### config.mk
export PLATFORM = sky130hd
export DESIGN_NAME = sdhcalDaq
export DESIGN_NICKNAME = d
export VERILOG_FILES = /design/src/hdl/sdhcalDaqPkg.sv /design/src/hdl/readoutIf.sv /design/src/hdl/daqControl.sv /design/src/hdl/ramReadout.sv /design/src/hdl/redundancy.sv /design/src/hdl/sdhcalDaq.sv
export VERILOG_INCLUDE_DIRS = /design/src /design/src/hdl
export SDC_FILE = /design/constraint.sdc
export NUM_CORES = 1
export LEC_CHECK = 0
export BUFFER_PORTS_ARGS = -buffer_cell sky130_fd_sc_hd__clkbuf_2
export CAP_MARGIN = 20
export CORE_MARGIN = 2
export CORE_UTILIZATION = 59
export DETAILED_ROUTE_END_ITERATION = 8
export GPL_ROUTABILITY_DRIVEN = 0
export PLACE_DENSITY_LB_ADDON = 0.1
export SLEW_MARGIN = 20
export SYNTH_ARGS = -nofsm -noshare
export SYNTH_HDL_FRONTEND = slang
export SYNTH_SLANG_ARGS = --single-unit
### constraint.sdc
create_clock -name clk -period 4.8 [get_ports clk]
set_input_delay 0 -clock clk [delete_from_list [all_inputs] [get_ports clk]]
set_output_delay 0 -clock clk [all_outputs]
set_load 0.05 [all_outputs]
### src/hdl/sdhcalDaq_consts.svh
`ifndef SDHCALDAQ_CONSTS_SVH
`define SDHCALDAQ_CONSTS_SVH

////////////////////
// Readout word format
////////////////////

// Bits per deserialized chain word
`define DATA_WORD_BITS 16

// Width of per-readout word counter
`define WORD_COUNT_BITS 8

////////////////////
// Sequencer timing
////////////////////

// Cycles with all power lines on before readout starts
`define ACQ_CYCLES 16

// Cycles to wait for end-readout before giving up
`define READOUT_TIMEOUT 200

`endif

### src/hdl/sdhcalDaqPkg.sv
`default_nettype none

`include "sdhcalDaq_consts.svh"

package sdhcalDaqPkg;

  ////////////////////
  // Power pulsing
  ////////////////////

  // One bit per ASIC supply domain where high means powered
  typedef struct packed {
    logic pwrOnD;    // Digital part
    logic pwrOnA;    // Analog front end
    logic pwrOnAdc;  // ADC
    logic pwrOnDac;  // DAC
  } pwrLines_t;

  ////////////////////
  // Readout data
  ////////////////////

  typedef logic [`DATA_WORD_BITS-1:0] readoutWord_t;   // One word off the chain
  typedef logic [`WORD_COUNT_BITS-1:0] wordCount_t;    // Words seen in one readout

endpackage

`default_nettype wire

### src/hdl/readoutIf.sv
`timescale 1ns/1ps
`default_nettype none

// Readout path between sequencer, chain select and deserializer
interface readoutIf;

  logic startReadout;  // Strobe towards the ASIC chain
  logic endReadout;    // Chain reports its readout finished
  logic dout;          // Serial data, MSB first
  logic transmitOn;    // Qualifies dout bit by bit

  // Sequencer side
  modport control (
    output startReadout,
    input  endReadout
  );

  // Chain select side facing the pins
  modport bridge (
    input  startReadout,
    output endReadout,
    output dout,
    output transmitOn
  );

  // Deserializer only needs the data stream
  modport sink (
    input dout,
    input transmitOn
  );

endinterface

`default_nettype wire

### src/hdl/daqControl.sv
`timescale 1ns/1ps
`default_nettype none

`include "sdhcalDaq_consts.svh"

module daqControl (
  input  logic                    clk,
  input  logic                    rstN,
  input  logic                    acqStart,    // One-cycle strobe ignored unless idle
  output sdhcalDaqPkg::pwrLines_t pwr,         // Raw power pulsing lines
  output logic                    cycleDone,   // One-cycle strobe at end of cycle
  output logic                    timeoutErr,  // Held until next acqStart
  readoutIf.control               ro
);
  import sdhcalDaqPkg::*;

  // Shared counter must cover the longer of the two waits
  localparam int MAX_WAIT = (`READOUT_TIMEOUT > `ACQ_CYCLES) ? `READOUT_TIMEOUT : `ACQ_CYCLES;
  localparam int CNT_BITS = $clog2(MAX_WAIT);

  // Power line patterns of one acquisition cycle
  localparam pwrLines_t PWR_OFF = '{pwrOnD: 1'b0, pwrOnA: 1'b0, pwrOnAdc: 1'b0, pwrOnDac: 1'b0};
  localparam pwrLines_t PWR_ALL = '{pwrOnD: 1'b1, pwrOnA: 1'b1, pwrOnAdc: 1'b1, pwrOnDac: 1'b1};
  localparam pwrLines_t PWR_DIG = '{pwrOnD: 1'b1, pwrOnA: 1'b0, pwrOnAdc: 1'b0, pwrOnDac: 1'b0};

  typedef enum logic [1:0] {
    IDLE,     // Powered down, waiting for acqStart
    ACQUIRE,  // Everything on, ASIC taking data
    READOUT,  // Digital only, chain shifting out
    DONE      // Strobe cycle before going idle
  } state_t;

  state_t              state;
  logic [CNT_BITS-1:0] cnt;       // Acquisition window or readout timeout
  logic                endPrev;   // endReadout one cycle back
  logic                endRise;
  logic                acqLast;   // Last cycle of acquisition window
  logic                roExpired; // Timeout reached in readout

  ////////////////////
  // Edge detect and compares
  ////////////////////

  always_ff @(posedge clk or negedge rstN) begin
    if (!rstN) begin
      endPrev <= 1'b0;
    end else begin
      endPrev <= ro.endReadout;
    end
  end

  assign endRise   = ro.endReadout & ~endPrev;
  assign acqLast   = (cnt == CNT_BITS'(`ACQ_CYCLES - 1));
  assign roExpired = (cnt == CNT_BITS'(`READOUT_TIMEOUT - 1));

  ////////////////////
  // Sequencer FSM
  ////////////////////

  always_ff @(posedge clk or negedge rstN) begin
    if (!rstN) begin
      state           <= IDLE;
      cnt             <= '0;
      pwr             <= PWR_OFF;
      ro.startReadout <= 1'b0;
      cycleDone       <= 1'b0;
      timeoutErr      <= 1'b0;
    end else begin
      ro.startReadout <= 1'b0;  // Strobes default low
      cycleDone       <= 1'b0;
      case (state)
        IDLE: begin
          if (acqStart) begin
            state      <= ACQUIRE;
            cnt        <= '0;
            pwr        <= PWR_ALL;  // All four lines up next edge
            timeoutErr <= 1'b0;     // New cycle clears old error
          end
        end
        ACQUIRE: begin
          if (acqLast) begin
            state           <= READOUT;
            cnt             <= '0;       // Reuse for timeout
            pwr             <= PWR_DIG;  // Keep digital for readout
            ro.startReadout <= 1'b1;
          end else begin
            cnt <= cnt + 1'b1;
          end
        end
        READOUT: begin
          if (endRise) begin
            state     <= DONE;
            pwr       <= PWR_OFF;
            cycleDone <= 1'b1;
          end else if (roExpired) begin
            // Chain never answered so power down anyway
            state      <= DONE;
            pwr        <= PWR_OFF;
            cycleDone  <= 1'b1;
            timeoutErr <= 1'b1;
          end else begin
            cnt <= cnt + 1'b1;
          end
        end
        DONE: begin
          state <= IDLE;  // cycleDone drops here
        end
        default: begin
          state <= IDLE;
        end
      endcase
    end
  end

endmodule

`default_nettype wire

### src/hdl/ramReadout.sv
`timescale 1ns/1ps
`default_nettype none

`include "sdhcalDaq_consts.svh"

module ramReadout (
  input  logic                       clk,
  input  logic                       rstN,
  readoutIf.sink                     ro,
  input  logic                       startReadout,  // Clears the word count
  output sdhcalDaqPkg::readoutWord_t word,
  output logic                       wordValid,     // One-cycle strobe per word
  output sdhcalDaqPkg::wordCount_t   wordCount
);
  import sdhcalDaqPkg::*;

  localparam int BIT_CNT_BITS = $clog2(`DATA_WORD_BITS);

  logic [`DATA_WORD_BITS-2:0] shiftReg;  // Bits before the last one
  logic [BIT_CNT_BITS-1:0]    bitCnt;    // Bits already taken in this word
  logic                       lastBit;   // Current dout completes a word
  readoutWord_t               fullWord;

  assign lastBit  = ro.transmitOn && (bitCnt == BIT_CNT_BITS'(`DATA_WORD_BITS - 1));
  assign fullWord = {shiftReg, ro.dout};

  ////////////////////
  // Bit counter
  ////////////////////

  always_ff @(posedge clk or negedge rstN) begin
    if (!rstN) begin
      bitCnt <= '0;
    end else if (!ro.transmitOn) begin
      bitCnt <= '0;  // Drops any partial word
    end else if (lastBit) begin
      bitCnt <= '0;
    end else begin
      bitCnt <= bitCnt + 1'b1;
    end
  end

  ////////////////////
  // Data path
  ////////////////////

  always_ff @(posedge clk) begin
    if (ro.transmitOn) begin
      shiftReg <= fullWord[`DATA_WORD_BITS-2:0];  // Shift left for MSB first
    end
    if (lastBit) begin
      word <= fullWord;
    end
  end

  ////////////////////
  // Strobe and word count
  ////////////////////

  always_ff @(posedge clk or negedge rstN) begin
    if (!rstN) begin
      wordValid <= 1'b0;
      wordCount <= '0;
    end else begin
      wordValid <= lastBit;  // Lines up with word update
      if (startReadout) begin
        wordCount <= '0;     // New readout
      end else if (lastBit) begin
        wordCount <= wordCount + 1'b1;
      end
    end
  end

endmodule

`default_nettype wire

### src/hdl/redundancy.sv
`timescale 1ns/1ps
`default_nettype none

module redundancy (
  input  logic                    powPulsingEn,  // 1 pulsing, 0 always powered
  input  logic                    selChn,        // 1 chain 1, 0 chain 2
  input  sdhcalDaqPkg::pwrLines_t pwr,           // From sequencer
  output sdhcalDaqPkg::pwrLines_t pwrPins,       // To ASIC power pins
  readoutIf.bridge                ro,
  output logic                    startReadout1,
  output logic                    startReadout2,
  input  logic                    endReadout1,
  input  logic                    endReadout2,
  input  logic                    dout1,
  input  logic                    dout2,
  input  logic                    transmitOn1,
  input  logic                    transmitOn2
);
  import sdhcalDaqPkg::*;

  localparam pwrLines_t PWR_FORCED = '{pwrOnD: 1'b1, pwrOnA: 1'b1, pwrOnAdc: 1'b1, pwrOnDac: 1'b1};

  ////////////////////
  // Power override
  ////////////////////

  assign pwrPins = powPulsingEn ? pwr : PWR_FORCED;

  ////////////////////
  // Chain steering
  ////////////////////

  // Unselected chain never sees a start
  assign startReadout1 = selChn ? ro.startReadout : 1'b0;
  assign startReadout2 = selChn ? 1'b0 : ro.startReadout;

  assign ro.endReadout = selChn ? endReadout1 : endReadout2;
  assign ro.dout       = selChn ? dout1 : dout2;                // Pin polarity kept as is
  assign ro.transmitOn = selChn ? transmitOn1 : transmitOn2;

endmodule

`default_nettype wire

### src/hdl/sdhcalDaq.sv
`timescale 1ns/1ps
`default_nettype none

module sdhcalDaq (
  input  logic                       clk,
  input  logic                       rstN,
  input  logic                       powPulsingEn,  // 0 keeps ASIC fully powered
  input  logic                       selChn,        // 1 chain 1, 0 chain 2
  input  logic                       acqStart,
  output logic                       cycleDone,
  output logic                       timeoutErr,
  output sdhcalDaqPkg::readoutWord_t word,
  output logic                       wordValid,
  output sdhcalDaqPkg::wordCount_t   wordCount,
  // ASIC pins
  output logic                       pwrOnDPin,
  output logic                       pwrOnAPin,
  output logic                       pwrOnAdcPin,
  output logic                       pwrOnDacPin,
  output logic                       startReadout1,
  output logic                       startReadout2,
  input  logic                       endReadout1,
  input  logic                       endReadout2,
  input  logic                       dout1,
  input  logic                       dout2,
  input  logic                       transmitOn1,
  input  logic                       transmitOn2
);
  import sdhcalDaqPkg::*;

  pwrLines_t pwr;      // Sequencer power lines
  pwrLines_t pwrPins;  // After override

  readoutIf roBus ();

  ////////////////////
  // Sequencer
  ////////////////////

  daqControl uDaqControl (
    .clk        (clk),
    .rstN       (rstN),
    .acqStart   (acqStart),
    .pwr        (pwr),
    .cycleDone  (cycleDone),
    .timeoutErr (timeoutErr),
    .ro         (roBus.control)
  );

  ////////////////////
  // Chain select
  ////////////////////

  redundancy uRedundancy (
    .powPulsingEn  (powPulsingEn),
    .selChn        (selChn),
    .pwr           (pwr),
    .pwrPins       (pwrPins),
    .ro            (roBus.bridge),
    .startReadout1 (startReadout1),
    .startReadout2 (startReadout2),
    .endReadout1   (endReadout1),
    .endReadout2   (endReadout2),
    .dout1         (dout1),
    .dout2         (dout2),
    .transmitOn1   (transmitOn1),
    .transmitOn2   (transmitOn2)
  );

  assign pwrOnDPin   = pwrPins.pwrOnD;
  assign pwrOnAPin   = pwrPins.pwrOnA;
  assign pwrOnAdcPin = pwrPins.pwrOnAdc;
  assign pwrOnDacPin = pwrPins.pwrOnDac;

  ////////////////////
  // Deserializer
  ////////////////////

  ramReadout uRamReadout (
    .clk          (clk),
    .rstN         (rstN),
    .ro           (roBus.sink),
    .startReadout (roBus.startReadout),  // Count restarts with each readout
    .word         (word),
    .wordValid    (wordValid),
    .wordCount    (wordCount)
  );

endmodule

`default_nettype wire

After elaboration in Yosys (flattened, before gate mapping)
Cells that the tools add are included.
{"block": "totals", "reg_bits": 62, "input_bits": 11, "output_inout_bits": 33, "wordCells": 75}
{"block": "op_classes", "add_sub_neg": 3, "eq_ne": 12, "n_mux": 34, "n_bitwise": 2, "n_reduce_logical": 9}
{"cell": "2-to-1 mux 8 bit", "count": 6}
{"cell": "2-to-1 mux 4 bit", "count": 7}
{"cell": "one-hot mux 8 bit (3 select lines)", "count": 1}
{"cell": "adder 8 x 1 -> 8 bit (second input constant)", "count": 2}
{"cell": "2-to-1 mux 1 bit", "count": 13}
{"cell": "one-hot mux 4 bit (3 select lines)", "count": 1}
{"cell": "AND reduction 4 bit", "count": 3}
{"cell": "equality test 8 x 4 -> 1 bit (second input constant)", "count": 1}
{"cell": "equality test 8 bit (second input constant)", "count": 1}
{"cell": "2-to-1 mux 2 bit", "count": 4}
{"cell": "one-hot mux 2 bit (4 select lines)", "count": 1}
{"cell": "inequality test 2 bit (second input constant)", "count": 3}
{"cell": "adder 4 x 1 -> 4 bit (second input constant)", "count": 1}
{"cell": "equality test 2 bit (second input constant)", "count": 2}
{"cell": "equality test 4 bit (second input constant)", "count": 1}
{"cell": "inequality test 2 x 1 -> 1 bit (second input constant)", "count": 2}
{"cell": "nonzero test 2 bit", "count": 2}
{"cell": "inequality test 3 x 1 -> 1 bit (second input constant)", "count": 1}
{"cell": "AND reduction 3 bit", "count": 1}
{"cell": "nonzero test 3 bit", "count": 1}
{"cell": "equality test 2 x 1 -> 1 bit (second input constant)", "count": 1}
{"cell": "logical NOT 2 bit", "count": 1}
{"cell": "one-hot mux 1 bit (2 select lines)", "count": 1}
{"cell": "AND 1 bit", "count": 1}
{"cell": "other kinds (2)", "count": 2}

Longest topological paths before layout
Gate-level depths: netlist (run 1).
{"block": "depth", "depth_word": 4, "mapped_depth": 7, "depth_no_buf": 6}

By module
From an unflattened synthesis (run 1), not the netlist that was laid out.
{"block": "unflattened", "cells_unflattened": 189, "area_unflattened_um2": 2547.4}
{"module": "ramReadout", "instances": 1, "cells_each": 90, "area_each_um2": 1536.5, "seq_area_each_um2": 1256.2}
{"module": "daqControl", "instances": 1, "cells_each": 90, "area_each_um2": 935.9, "seq_area_each_um2": 400.4}
{"module": "redundancy", "instances": 1, "cells_each": 9, "area_each_um2": 75.1, "seq_area_each_um2": 0.0}

Least setup slack after synthesis (run 1)
Ideal clock, no wire load.
{"block": "synth_path", "kind": "flip-flop to flip-flop", "from": "reg uRamReadout.bitCnt[0]", "to": "reg uRamReadout.wordCount[1]", "setup_ns": 0.131, "t_arrival_ns": 1.859, "t_required_ns": 4.669, "path_slack_ns": 2.810, "stages_incl_launch_ff": 8, "n_path_buf": 2, "period_less_slack_ns": 1.990, "cell_sequence": "dfrtp_1 ha_1 and3_1 buf_2 and2_1 clkbuf_1 mux2i_1 nor2_1"}
{"block": "synth_between", "elab_chain_cells": 3}
{"item": "start: declaration", "line_no": "ramReadout.sv:20", "rtl": "logic [BIT_CNT_BITS-1:0] bitCnt;"}
{"item": "start signal: assignment", "line_no": "ramReadout.sv:39", "rtl": "bitCnt <= bitCnt + 1'b1;"}
{"item": "equality test 4 bit", "line_no": "ramReadout.sv:24", "rtl": "assign lastBit = ro.transmitOn && (bitCnt == BIT_CNT_BITS'(`DATA_WORD_BITS - 1));"}
{"item": "logical AND 1 bit", "line_no": "ramReadout.sv:24"}
{"item": "named net uRamReadout.lastBit", "line_no": "ramReadout.sv:21", "rtl": "logic lastBit;"}
{"item": "nonzero test 2 bit (no source line)"}
{"item": "end signal: assignment", "line_no": "ramReadout.sv:69", "rtl": "wordCount <= wordCount + 1'b1;"}
{"item": "end: declaration", "line_no": "ramReadout.sv:13", "rtl": "output sdhcalDaqPkg::wordCount_t wordCount"}
The timed path passes the listed nets, and every way through them passes these cells.
A chain may end at the register's enable or synchronous reset.

Worst setup path after layout (run 1)
{"block": "layout_path", "from": "reg uRamReadout.bitCnt[0]", "to": "reg uRamReadout.wordCount[1]"}
{"block": "layout_between", "elab_chain_cells": 3}
{"item": "equality test 4 bit", "line_no": "ramReadout.sv:24"}
{"item": "logical AND 1 bit", "line_no": "ramReadout.sv:24"}
{"item": "nonzero test 2 bit (no source line)"}
Every way passes these cells.

==> flow_metrics.env, run 1 <==
export IMPL_drcViolationCount=0
export IMPL_tightestPinTransition_ns=0.821
export IMPL_crit_type="reg -> reg"
export IMPL_status="completed"
export IMPL_cap_violations=0
export IMPL_synth_warnings=0
export IMPL_ioPinCount=44
export IMPL_fin_ws_ns=2.70
export IMPL_cp_required_ns=5.00
export IMPL_p_seq_share_pct=47.6
export IMPL_relSlewSlack_pct=45.2
export IMPL_ys_seq_elements=60
export IMPL_first_global_vias=1665
export IMPL_cts_htree_levels=3
export IMPL_core_area_sq_um=4290
export IMPL_wl_per_cell_microns=15.1
export IMPL_grt_overflow_total=0
export IMPL_via_per_inst=5.71
export IMPL_p_sw_uw=394
export IMPL_num_rows=24
export IMPL_cp_top_family="simple AND/OR/NAND/NOR gates"
export IMPL_place_hpwl_mm=3.12
export IMPL_synth_cell_type_count=54
export IMPL_rsz0062_at_grt="false"
export IMPL_path_buf_inv=0
export IMPL_grt_usage_pct=20.0
export IMPL_fin_crit_ns=2.10
export IMPL_vias=1673
export IMPL_power_internal_uw=906
export IMPL_synthFlopType="edfxtp_1"
export IMPL_ant_nets=0
export IMPL_initial_core_util_pct=60.1
export IMPL_arrival_ns=2.30
export IMPL_first_pass_iters=4
export IMPL_critical_path_slowest_cell="and2_1"
export IMPL_path_clk_slew_ns=0.06
export IMPL_area_growth_pct=17.3
export IMPL_cts_sinks=60
export IMPL_crit_fanout=19
export IMPL_synth_area_per_cell_sq_um=13.9
export IMPL_cts_resized=0
export IMPL_synthArstFlopShare_pct=48.3
export IMPL_cts_tree="done"
export IMPL_antenna_found_initial=0
export IMPL_final_hold_viol_count=0
export IMPL_place_port_buffers=43
export IMPL_grt_first_pass_wirelength_mm=7.56
export IMPL_synth_fp_nets=204
export IMPL_pre_cts_slack_ns=2.69
export IMPL_p_leak_uw=0.00133
export IMPL_setup_viol=0
export IMPL_synth_area_sq_um=2580
export IMPL_layout_drive_gt1_share_pct=28.2
export IMPL_crit_path_start_kind="flip-flop"
export IMPL_period_share_pct=43.7
export IMPL_die_area_sq_um=4920
export IMPL_dr_first_iter_drc_count=127
export IMPL_slowest_delay_ns=0.71
export IMPL_fin_skew_ns=0.00729
export IMPL_switching_share_pct=30.3
export IMPL_die_w_microns=70.1
export IMPL_synth_edf_count=31
export IMPL_fp_dieH_microns=70.1
export IMPL_worstSetupEndpointType="flip-flop"
export IMPL_setup_tns_ns=0
export IMPL_grt_max_degree=30
export IMPL_path_cells="ha_1 > and3_1 > and2_1 > mux2i_1 > nor2_1"
export IMPL_num_antenna_cells=0
export IMPL_vdd_drop_max_mv=0.270
export IMPL_p_clk_share_pct=28.4
export IMPL_wl_mm=4.42
export IMPL_clock_path_buffers=2
export IMPL_hp_class="in -> reg"
export IMPL_combPwrFrac_pct=24.0
export IMPL_max_freq_mhz=476
export IMPL_cts_root_buf="clkbuf_8"
export IMPL_power_density_nw_per_um2=429
export IMPL_final_core_util_pct=70.5
export IMPL_synth_seq_area_share_pct=64.2
export IMPL_synth_cells=185
export IMPL_final_max_slew_viol_count=0
export IMPL_nNetsFinal=255
export IMPL_cts_made_buffers=9
export IMPL_insertion_delay_ns=0.32
layer usage:
| layer | up-vias | track usage (%) | routed length (microns) |
|---|---|---|---|
| li1 | 791 | - | - |
| met4 | 0 | 8.33 | 42 |
| met2 | 40 | 33.2 | 2350 |
| met3 | 6 | 7.22 | 165 |
| met5 | - | 0 | 0 |
| met1 | 836 | 23.5 | 1860 |
Yosys cell counts (4+ instances only):
master,n,area [sq um]
and3_1,4,25.0
mux2i_1,5,50.1
nand4_1,4,25.0
and2_1,6,37.5
nand2_1,6,22.5
dfrtp_1,29,726
ha_1,8,100
o21ai_0,6,30.0
edfxtp_1,31,931
nand3_1,6,30.0
nand2b_1,4,25.0
nor2_1,12,45.0
inv_1,6,22.5
power by group through the flow:
stage / Clock (uW) / Combinational (uW) / Sequential [uW]
after floorplan: 0 / 244 / 623
after global placement: 0 / 297 / 623
after detailed placement: 0 / 311 / 628
after CTS: 381 / 314 / 619
after global routing: 405 / 346 / 623
final: 369 / 311 / 619
worst paths after layout:
path | cells after the start | end | slack [ns] | startpoint
max | 5 | uRamReadout.wordCount[1] | 2.70 | uRamReadout.bitCnt[0]
min | 2 | uRamReadout.shiftReg[0] | 0.02 | dout1
max reg2reg | 5 | uRamReadout.wordCount[1] | 2.70 | uRamReadout.bitCnt[0]
min reg2reg | 0 | uRamReadout.word[15] | 0.42 | uRamReadout.shiftReg[14]
max in group asynchronous | 2 | uDaqControl.pwr[0] | 4.06 | rstN
min in group asynchronous | 2 | uRamReadout.wordCount[1] | 0.27 | rstN
through the flow:
step / total power (uW) / hold slack [ns] / area (sq um) / instances
after CTS: 1310 / 0.00141 / 3030 / 293
after floorplan: 867 / -0.296 / 2580 / 185
after global routing: 1370 / 0.00687 / 3030 / 293
after global placement: 921 / 0.0797 / 2820 / 273
final: 1300 / 0.0169 / 3030 / 293
after detailed placement: 938 / 0.100 / 2820 / 273
state kept, by name, summed over array words and instances (netlist names), 2 cells and up:
name / cells
uRamReadout.word: 16
uRamReadout.shiftReg: 15
uDaqControl.cnt: 8
uRamReadout.wordCount: 8
uRamReadout.bitCnt: 4
uDaqControl.pwr: 2
uDaqControl.state: 2
layout by cell type, fill, tap and decap left out, types with 3 or more instances in the layout:
| master | n |
|---|---|
| and2_1 | 6 |
| and3_1 | 4 |
| nand4_1 | 4 |
| o21ai_0 | 6 |
| xor2_1 | 3 |
| inv_1 | 6 |
| nand2_1 | 6 |
| nand3_1 | 6 |
| clkbuf_1 | 3 |
| nand2b_1 | 4 |
| a21oi_1 | 3 |
| mux2i_1 | 5 |
| nor2_1 | 12 |
| clkbuf_2 | 43 |
| dlygate4sd3_1 | 4 |
| clkbuf_8 | 10 |
| a211o_1 | 3 |
| ha_1 | 8 |
| edfxtp_1 | 31 |
| dfrtp_1 | 29 |
timing repair:
item	4_1_cts	5_1_grt
hold endpoints to repair	31	0
setup buffers	0	0
hold buffers	4	0
kinds of logic after synthesis:
logic type                 synth area share [%]
buffers and inverters                      2.43
DFF                                        64.2
AOI/OAI and AO/OA                          8.78
muxes                                      3.69
and+or+nand+nor                            15.3
adders and majority gates                  3.88
xor gates and xnor gates                   1.70
layout make-up:
class	instances	area, sq um
Clock buffer	13	149
Clock inverter	3	13.8
Fill cell	314	1270
Inverter	7	26.3
Multi-Input combinational cell	111	860
Sequential cell	60	1660
Tap cell	52	65.1
Timing Repair Buffer	47	255
Note: power is estimated with default switching activity, not from simulation.
==> run 2, diff against run 1 <==
CORE_UTILIZATION = 55   (was 59)
clock period = 2.1 ns   (was 4.8 ns; I/O delays follow)
==> run 2 against run 1 <==
Net effect: clock-buffer cell count is 2 lower; sequential power is 130% higher; register-to-register slack worse by 2.6 ns; sequential cell count stayed put; non-clock buffer count is 1 higher; sequential share of layout area is 1.3 points lower; die area is 6.9% higher; via count is 1.3% higher; global-route usage is 0.77 points higher; largest cell class unchanged; largest power group unchanged; highest routed layer unchanged.
==> flow_metrics.env, run 2 (synthesis gave the netlist of run 1 again) <==
export IMPL_status="completed"
export IMPL_nNetsFinal=256
export IMPL_placed_area_sq_um=2850
export IMPL_num_antenna_cells=0
export IMPL_wl_per_cell_microns=16.8
export IMPL_fin_area_sq_um=3100
export IMPL_place_hpwl_mm=3.39
export IMPL_mostFrequentLayoutCell="clkbuf_2"
export IMPL_num_rows=24
export IMPL_area_growth_pct=20.2
export IMPL_crit_fanout=6
export IMPL_first_pass_iters=4
export IMPL_cap_violations=0
export IMPL_place_port_buffers=43
export IMPL_hp_class="in -> reg"
export IMPL_cts_htree_levels=3
export IMPL_largest_register_ffs=16
export IMPL_setup_viol=0
export IMPL_dpl_cell_count=276
export IMPL_fin_skew_ns=0.00843
export IMPL_p_clk_share_pct=33.8
export IMPL_cts_made_buffers=9
export IMPL_switching_share_pct=29.4
export IMPL_core_area_sq_um=4440
export IMPL_initial_core_util_pct=58.0
export IMPL_cts_sinks=60
export IMPL_p_leak_uw=0.00136
export IMPL_ioPinCount=44
export IMPL_post_cts_buffers=0
export IMPL_gr_usage_met2_pct=35.4
export IMPL_reg_top3="uRamReadout.word: 16 flops, uRamReadout.shiftReg: 15 flops"
export IMPL_cts_root_buf="clkbuf_8"
export IMPL_power_density_nw_per_um2=1080
export IMPL_ant_nets=0
export IMPL_combPwrFrac_pct=23.9
export IMPL_final_max_slew_viol_count=0
export IMPL_cts_tree="done"
export IMPL_crit_path_start_kind="flip-flop"
export IMPL_grt_busiest_layer="met2"
export IMPL_final_cell_count_no_fill=294
export IMPL_grt_max_degree=30
export IMPL_rsz0062_at_grt="false"
export IMPL_wl_mm=4.93
export IMPL_insertion_delay_ns=0.33
export IMPL_max_freq_mhz=499
export IMPL_drcViolationCount=0
export IMPL_layout_drive_gt1_share_pct=30.2
export IMPL_vias=1695
export IMPL_grt_usage_pct=20.7
export IMPL_vdd_drop_max_mv=0.674
export IMPL_critical_path_slowest_cell="nor4b_2"
export IMPL_final_hold_viol_count=0
export IMPL_cp_top_family="simple AND/OR/NAND/NOR gates"
export IMPL_tightestPinTransition_ns=0.724
export IMPL_relSlewSlack_pct=51.7
export IMPL_power_internal_uw=2350
export IMPL_setup_tns_ns=0
export IMPL_first_global_vias=1756
export IMPL_slowest_delay_ns=0.48
export IMPL_met3_usage_pct=5.69
export IMPL_cp_required_ns=2.30
export IMPL_die_w_microns=72.5
export IMPL_mostFrequentLayoutCells="43 x clkbuf_2, 31 x edfxtp_1, 29 x dfrtp_1"
export IMPL_path_cells="inv_1 > ha_2 > nor4b_2 > a21oi_4 > nor3b_4 > a221o_1"
export IMPL_period_share_pct=95.3
export IMPL_largest_register="uRamReadout.word"
export IMPL_clock_path_buffers=2
export IMPL_path_buf_inv=1
export IMPL_die_area_sq_um=5250
export IMPL_fin_crit_ns=2.00
export IMPL_via_per_inst=5.77
export IMPL_dr_first_iter_drc_count=171
export IMPL_grt_first_pass_wirelength_mm=8.07
export IMPL_fp_dieH_microns=72.5
export IMPL_grt_overflow_total=0
export IMPL_crit_type="reg -> reg"
export IMPL_arrival_ns=2.20
export IMPL_path_clk_slew_ns=0.06
export IMPL_antenna_found_initial=0
export IMPL_worstSetupEndpointType="flip-flop"
export IMPL_p_seq_share_pct=42.3
export IMPL_use_met1_pct=23.6
export IMPL_p_sw_uw=980
==> run 2: power by group through the flow <==
stage / clock network [uW] / registers [uW] / logic, uW
6_report: 1130 / 1410 / 796
5_1_grt: 1190 / 1420 / 872
4_1_cts: 1140 / 1410 / 761
3_5_place_dp: 0 / 1430 / 752
3_3_place_gp: 0 / 1420 / 717
2_1_floorplan: 0 / 1420 / 559
==> run 2: repair_timing <==
item	CTS	global route
gates resized for setup	0	3
hold endpoints to repair	30	0
setup endpoints to repair	0	6
hold buffers	2	0
==> run 2: per-stage QoR <==
stage                     power [uW]  util (%)  hold slack (ns)  setup slack, ns
after floorplan                 1980         -           -0.296            0.110
after global placement          2140      64.0           0.0859            0.189
after detailed placement        2180      64.0           0.0938           0.0811
after CTS                       3310      69.4          0.00489           0.0365
after global routing            3480      69.7           0.0111           0.0173
final                           3330      69.7           0.0104           0.0979
==> run 2: area by class of cell <==
type | count | area, sq um
well taps | 52 | 65.1
flip-flops and latches | 60 | 1660
multi-input cells | 111 | 876
clock inverters | 5 | 76.3
repair buffers | 48 | 258
clock buffers | 11 | 141
inverters | 7 | 26.3
fillers | 330 | 1350
==> run 2: worst paths after layout <==
check | slack [ns] | to | cells past startpoint | start
worst max-delay path | 0.1 | uDaqControl.cnt[5] | 6 | uDaqControl.state[0]
max in group asynchronous | 1.37 | uRamReadout.wordCount[7] | 2 | rstN
min in group asynchronous | 0.27 | uRamReadout.wordValid | 2 | rstN
worst max register to register | 0.1 | uDaqControl.cnt[5] | 6 | uDaqControl.state[0]
worst min-delay path | 0.01 | uRamReadout.word[0] | 2 | dout1
worst min register to register | 0.43 | uRamReadout.word[15] | 0 | uRamReadout.shiftReg[14]
==> run 2: worst reg2reg max path: stages, from the launching register on <==
cell and delay, ns:
dfrtp_1 0.37, inv_1 0.10, ha_2 0.24, nor4b_2 0.48, a21oi_4 0.14, nor3b_4 0.20
a221o_1 0.34
==> run 2: per-layer routing <==
layer	share of wire, %	vias to the layer above
li1	-	796
met1	41	835
met2	53	59
met4	0.83	0
met5	0	-
met3	4.9	5
==> run 3, diff against run 2 <==
PLACE_DENSITY = 0.78   (was default)
PLACE_DENSITY_LB_ADDON = default   (was 0.1)
RECOVER_POWER = 50   (was default)
==> run 3 against run 2 <==
Net effect: the run now ends with max-capacitance violations, max-slew violations left; non-clock buffer count is 7 higher; sequential share of layout area is 0.41 points lower; combinational power is 2.6% lower; worst hold slack better by 0.013 ns; clock skew is 0.0047 ns lower; clock-buffer cell count is 2 lower; largest power group unchanged.
==> flow_metrics.env, run 3 (synthesis gave the netlist of run 1 again) <==
export IMPL_largest_register_ffs=16
export IMPL_tightestPinTransition_ns=1.55
export IMPL_path_clk_slew_ns=0.07
export IMPL_nFillCells=305
export IMPL_vdd_drop_max_mv=0.669
export IMPL_num_rows=24
export IMPL_cts_tree="done"
export IMPL_multiInputGateArea_sq_um=866
export IMPL_crit_fanout=8
export IMPL_reg2reg_to="uDaqControl.cnt[6]"
export IMPL_via_per_inst=5.60
export IMPL_path_cells="inv_1 > ha_1 > inv_1 > o32ai_4 > nor3b_4 > a221o_1"
export IMPL_fin_skew_ns=0.00373
export IMPL_core_area_sq_um=4440
export IMPL_fp_dieH_microns=72.5
export IMPL_period_share_pct=94.3
export IMPL_dr_first_iter_drc_count=110
export IMPL_use_met1_pct=23.5
export IMPL_grt_busiest_layer="met2"
export IMPL_place_hpwl_mm=3.00
export IMPL_power_density_nw_per_um2=1030
export IMPL_final_hold_viol_count=0
export IMPL_grt_first_pass_wirelength_mm=7.47
export IMPL_violations="max-capacitance violations, max-slew violations"
export IMPL_gr_usage_met2_pct=30.6
export IMPL_clock_path_buffers=2
export IMPL_fin_crit_ns=1.98
export IMPL_relSlewSlack_pct=-3.17
export IMPL_drcViolationCount=0
export IMPL_met3_usage_pct=8.33
export IMPL_ant_nets=0
export IMPL_crit_path_start_kind="flip-flop"
export IMPL_die_area_sq_um=5250
export IMPL_final_cell_count_no_fill=301
export IMPL_mostFrequentLayoutCell="clkbuf_2"
export IMPL_die_w_microns=72.5
export IMPL_worstSetupEndpointType="flip-flop"
export IMPL_largest_register="uRamReadout.word"
export IMPL_startpoint="uDaqControl.state[0]"
export IMPL_first_pass_iters=4
export IMPL_final_max_slew_viol_count=30
export IMPL_layout_drive_gt1_share_pct=28.5
export IMPL_nNetsFinal=263
export IMPL_arrival_ns=2.20
export IMPL_ioPinCount=44
export IMPL_setup_viol=0
export IMPL_dpl_cell_count=276
export IMPL_cts_root_buf="clkbuf_8"
export IMPL_initial_core_util_pct=58.0
export IMPL_wl_mm=4.48
export IMPL_grt_usage_pct=19.2
export IMPL_crit_type="reg -> reg"
export IMPL_pre_cts_slack_ns=0.122
export IMPL_grt_max_degree=30
export IMPL_insertion_delay_ns=0.34
export IMPL_crit_top_cell="inv_1"
export IMPL_p_leak_uw=0.00137
export IMPL_wl_per_cell_microns=14.9
export IMPL_slowest_delay_ns=0.46
export IMPL_status="finished with violations"
export IMPL_vias=1686
export IMPL_cp_required_ns=2.32
export IMPL_num_antenna_cells=0
export IMPL_fin_hold_ws_ns=0.0233
export IMPL_cts_htree_levels=3
export IMPL_r2r_slack_ns=0.12
export IMPL_max_freq_mhz=505
export IMPL_area_growth_pct=21.1
export IMPL_critical_path_slowest_cell="o32ai_4"
export IMPL_cap_violations=1
export IMPL_ff_latch_area_sq_um=1660
export IMPL_hp_class="in -> reg"
export IMPL_cts_sinks=60
export IMPL_grt_overflow_total=0
export IMPL_setup_worst_path_end="uDaqControl.cnt[6]"
export IMPL_r2r_cells=6
export IMPL_min_delay_start="transmitOn2"
export IMPL_first_global_vias=1657
export IMPL_worstReg2RegStart="uDaqControl.state[0]"
export IMPL_antenna_found_initial=0
export IMPL_cts_made_buffers=9
export IMPL_mostFrequentLayoutCells="38 x clkbuf_2, 31 x edfxtp_1, 29 x dfrtp_1"
export IMPL_place_port_buffers=43
export IMPL_fin_ws_ns=0.120
export IMPL_reg_top3="uRamReadout.word: 16 flops, uRamReadout.shiftReg: 15 flops"
==> run 3: worst min path at each step <==
stage | depth (start not counted) | endpoint
finish | 3 | uRamReadout.bitCnt[2]
global route | 3 | uRamReadout.bitCnt[2]
detailed placement | 1 | uDaqControl.state[1]
CTS | 3 | uRamReadout.bitCnt[2]
floorplan | 0 | uDaqControl.cnt[0]
global placement | 1 | uDaqControl.state[0]
==> run 3: routing by layer <==
layer	up-vias	share of wire, %	routed length (microns)
li1	811	-	-
met1	826	42	1900
met2	42	52	2320
met3	7	4.6	206
met4	0	1.3	59
met5	-	0	0
==> run 3: power breakdown <==
part	internal (uW)	switching (uW)
registers	1350	59.3
logic	314	462
clock network	553	475
total	2210	996
==> run 3: repair_timing <==
action	in CTS	in global routing
buffers inserted	0	3
hold endpoints to repair	33	0
hold buffers	6	0
resized for setup	0	1
setup endpoints to repair	0	6
==> run 3: critical path, delay by kind of cell (launching register included) <==
family,cells,cell delay [ns]
compound gates,2,0.79
flops,1,0.40
simple gates,1,0.12
buf+inv,2,0.25
fa+ha+maj,1,0.28
==> run 3: final cells by class <==
class / count / share of cell area (%)
clock buffers: 9 / 3.97
repair buffers: 55 / 9.94
multi-input cells: 111 / 27.7
flip-flops and latches: 60 / 53.0
inverters: 7 / 0.841
well taps: 52 / 2.08
clock inverters: 7 / 2.40
==> run 3: through the flow <==
step                      instance area, sq um  total power (uW)  util, %  TNS, ns
after floorplan                           2580              1980        -        0
after global placement                    2850              2140     64.0        0
after detailed placement                  2850              2150     64.0        0
after CTS                                 3100              3200     69.8        0
after global routing                      3120              3360     70.3  -0.0343
final                                     3120              3210     70.3        0
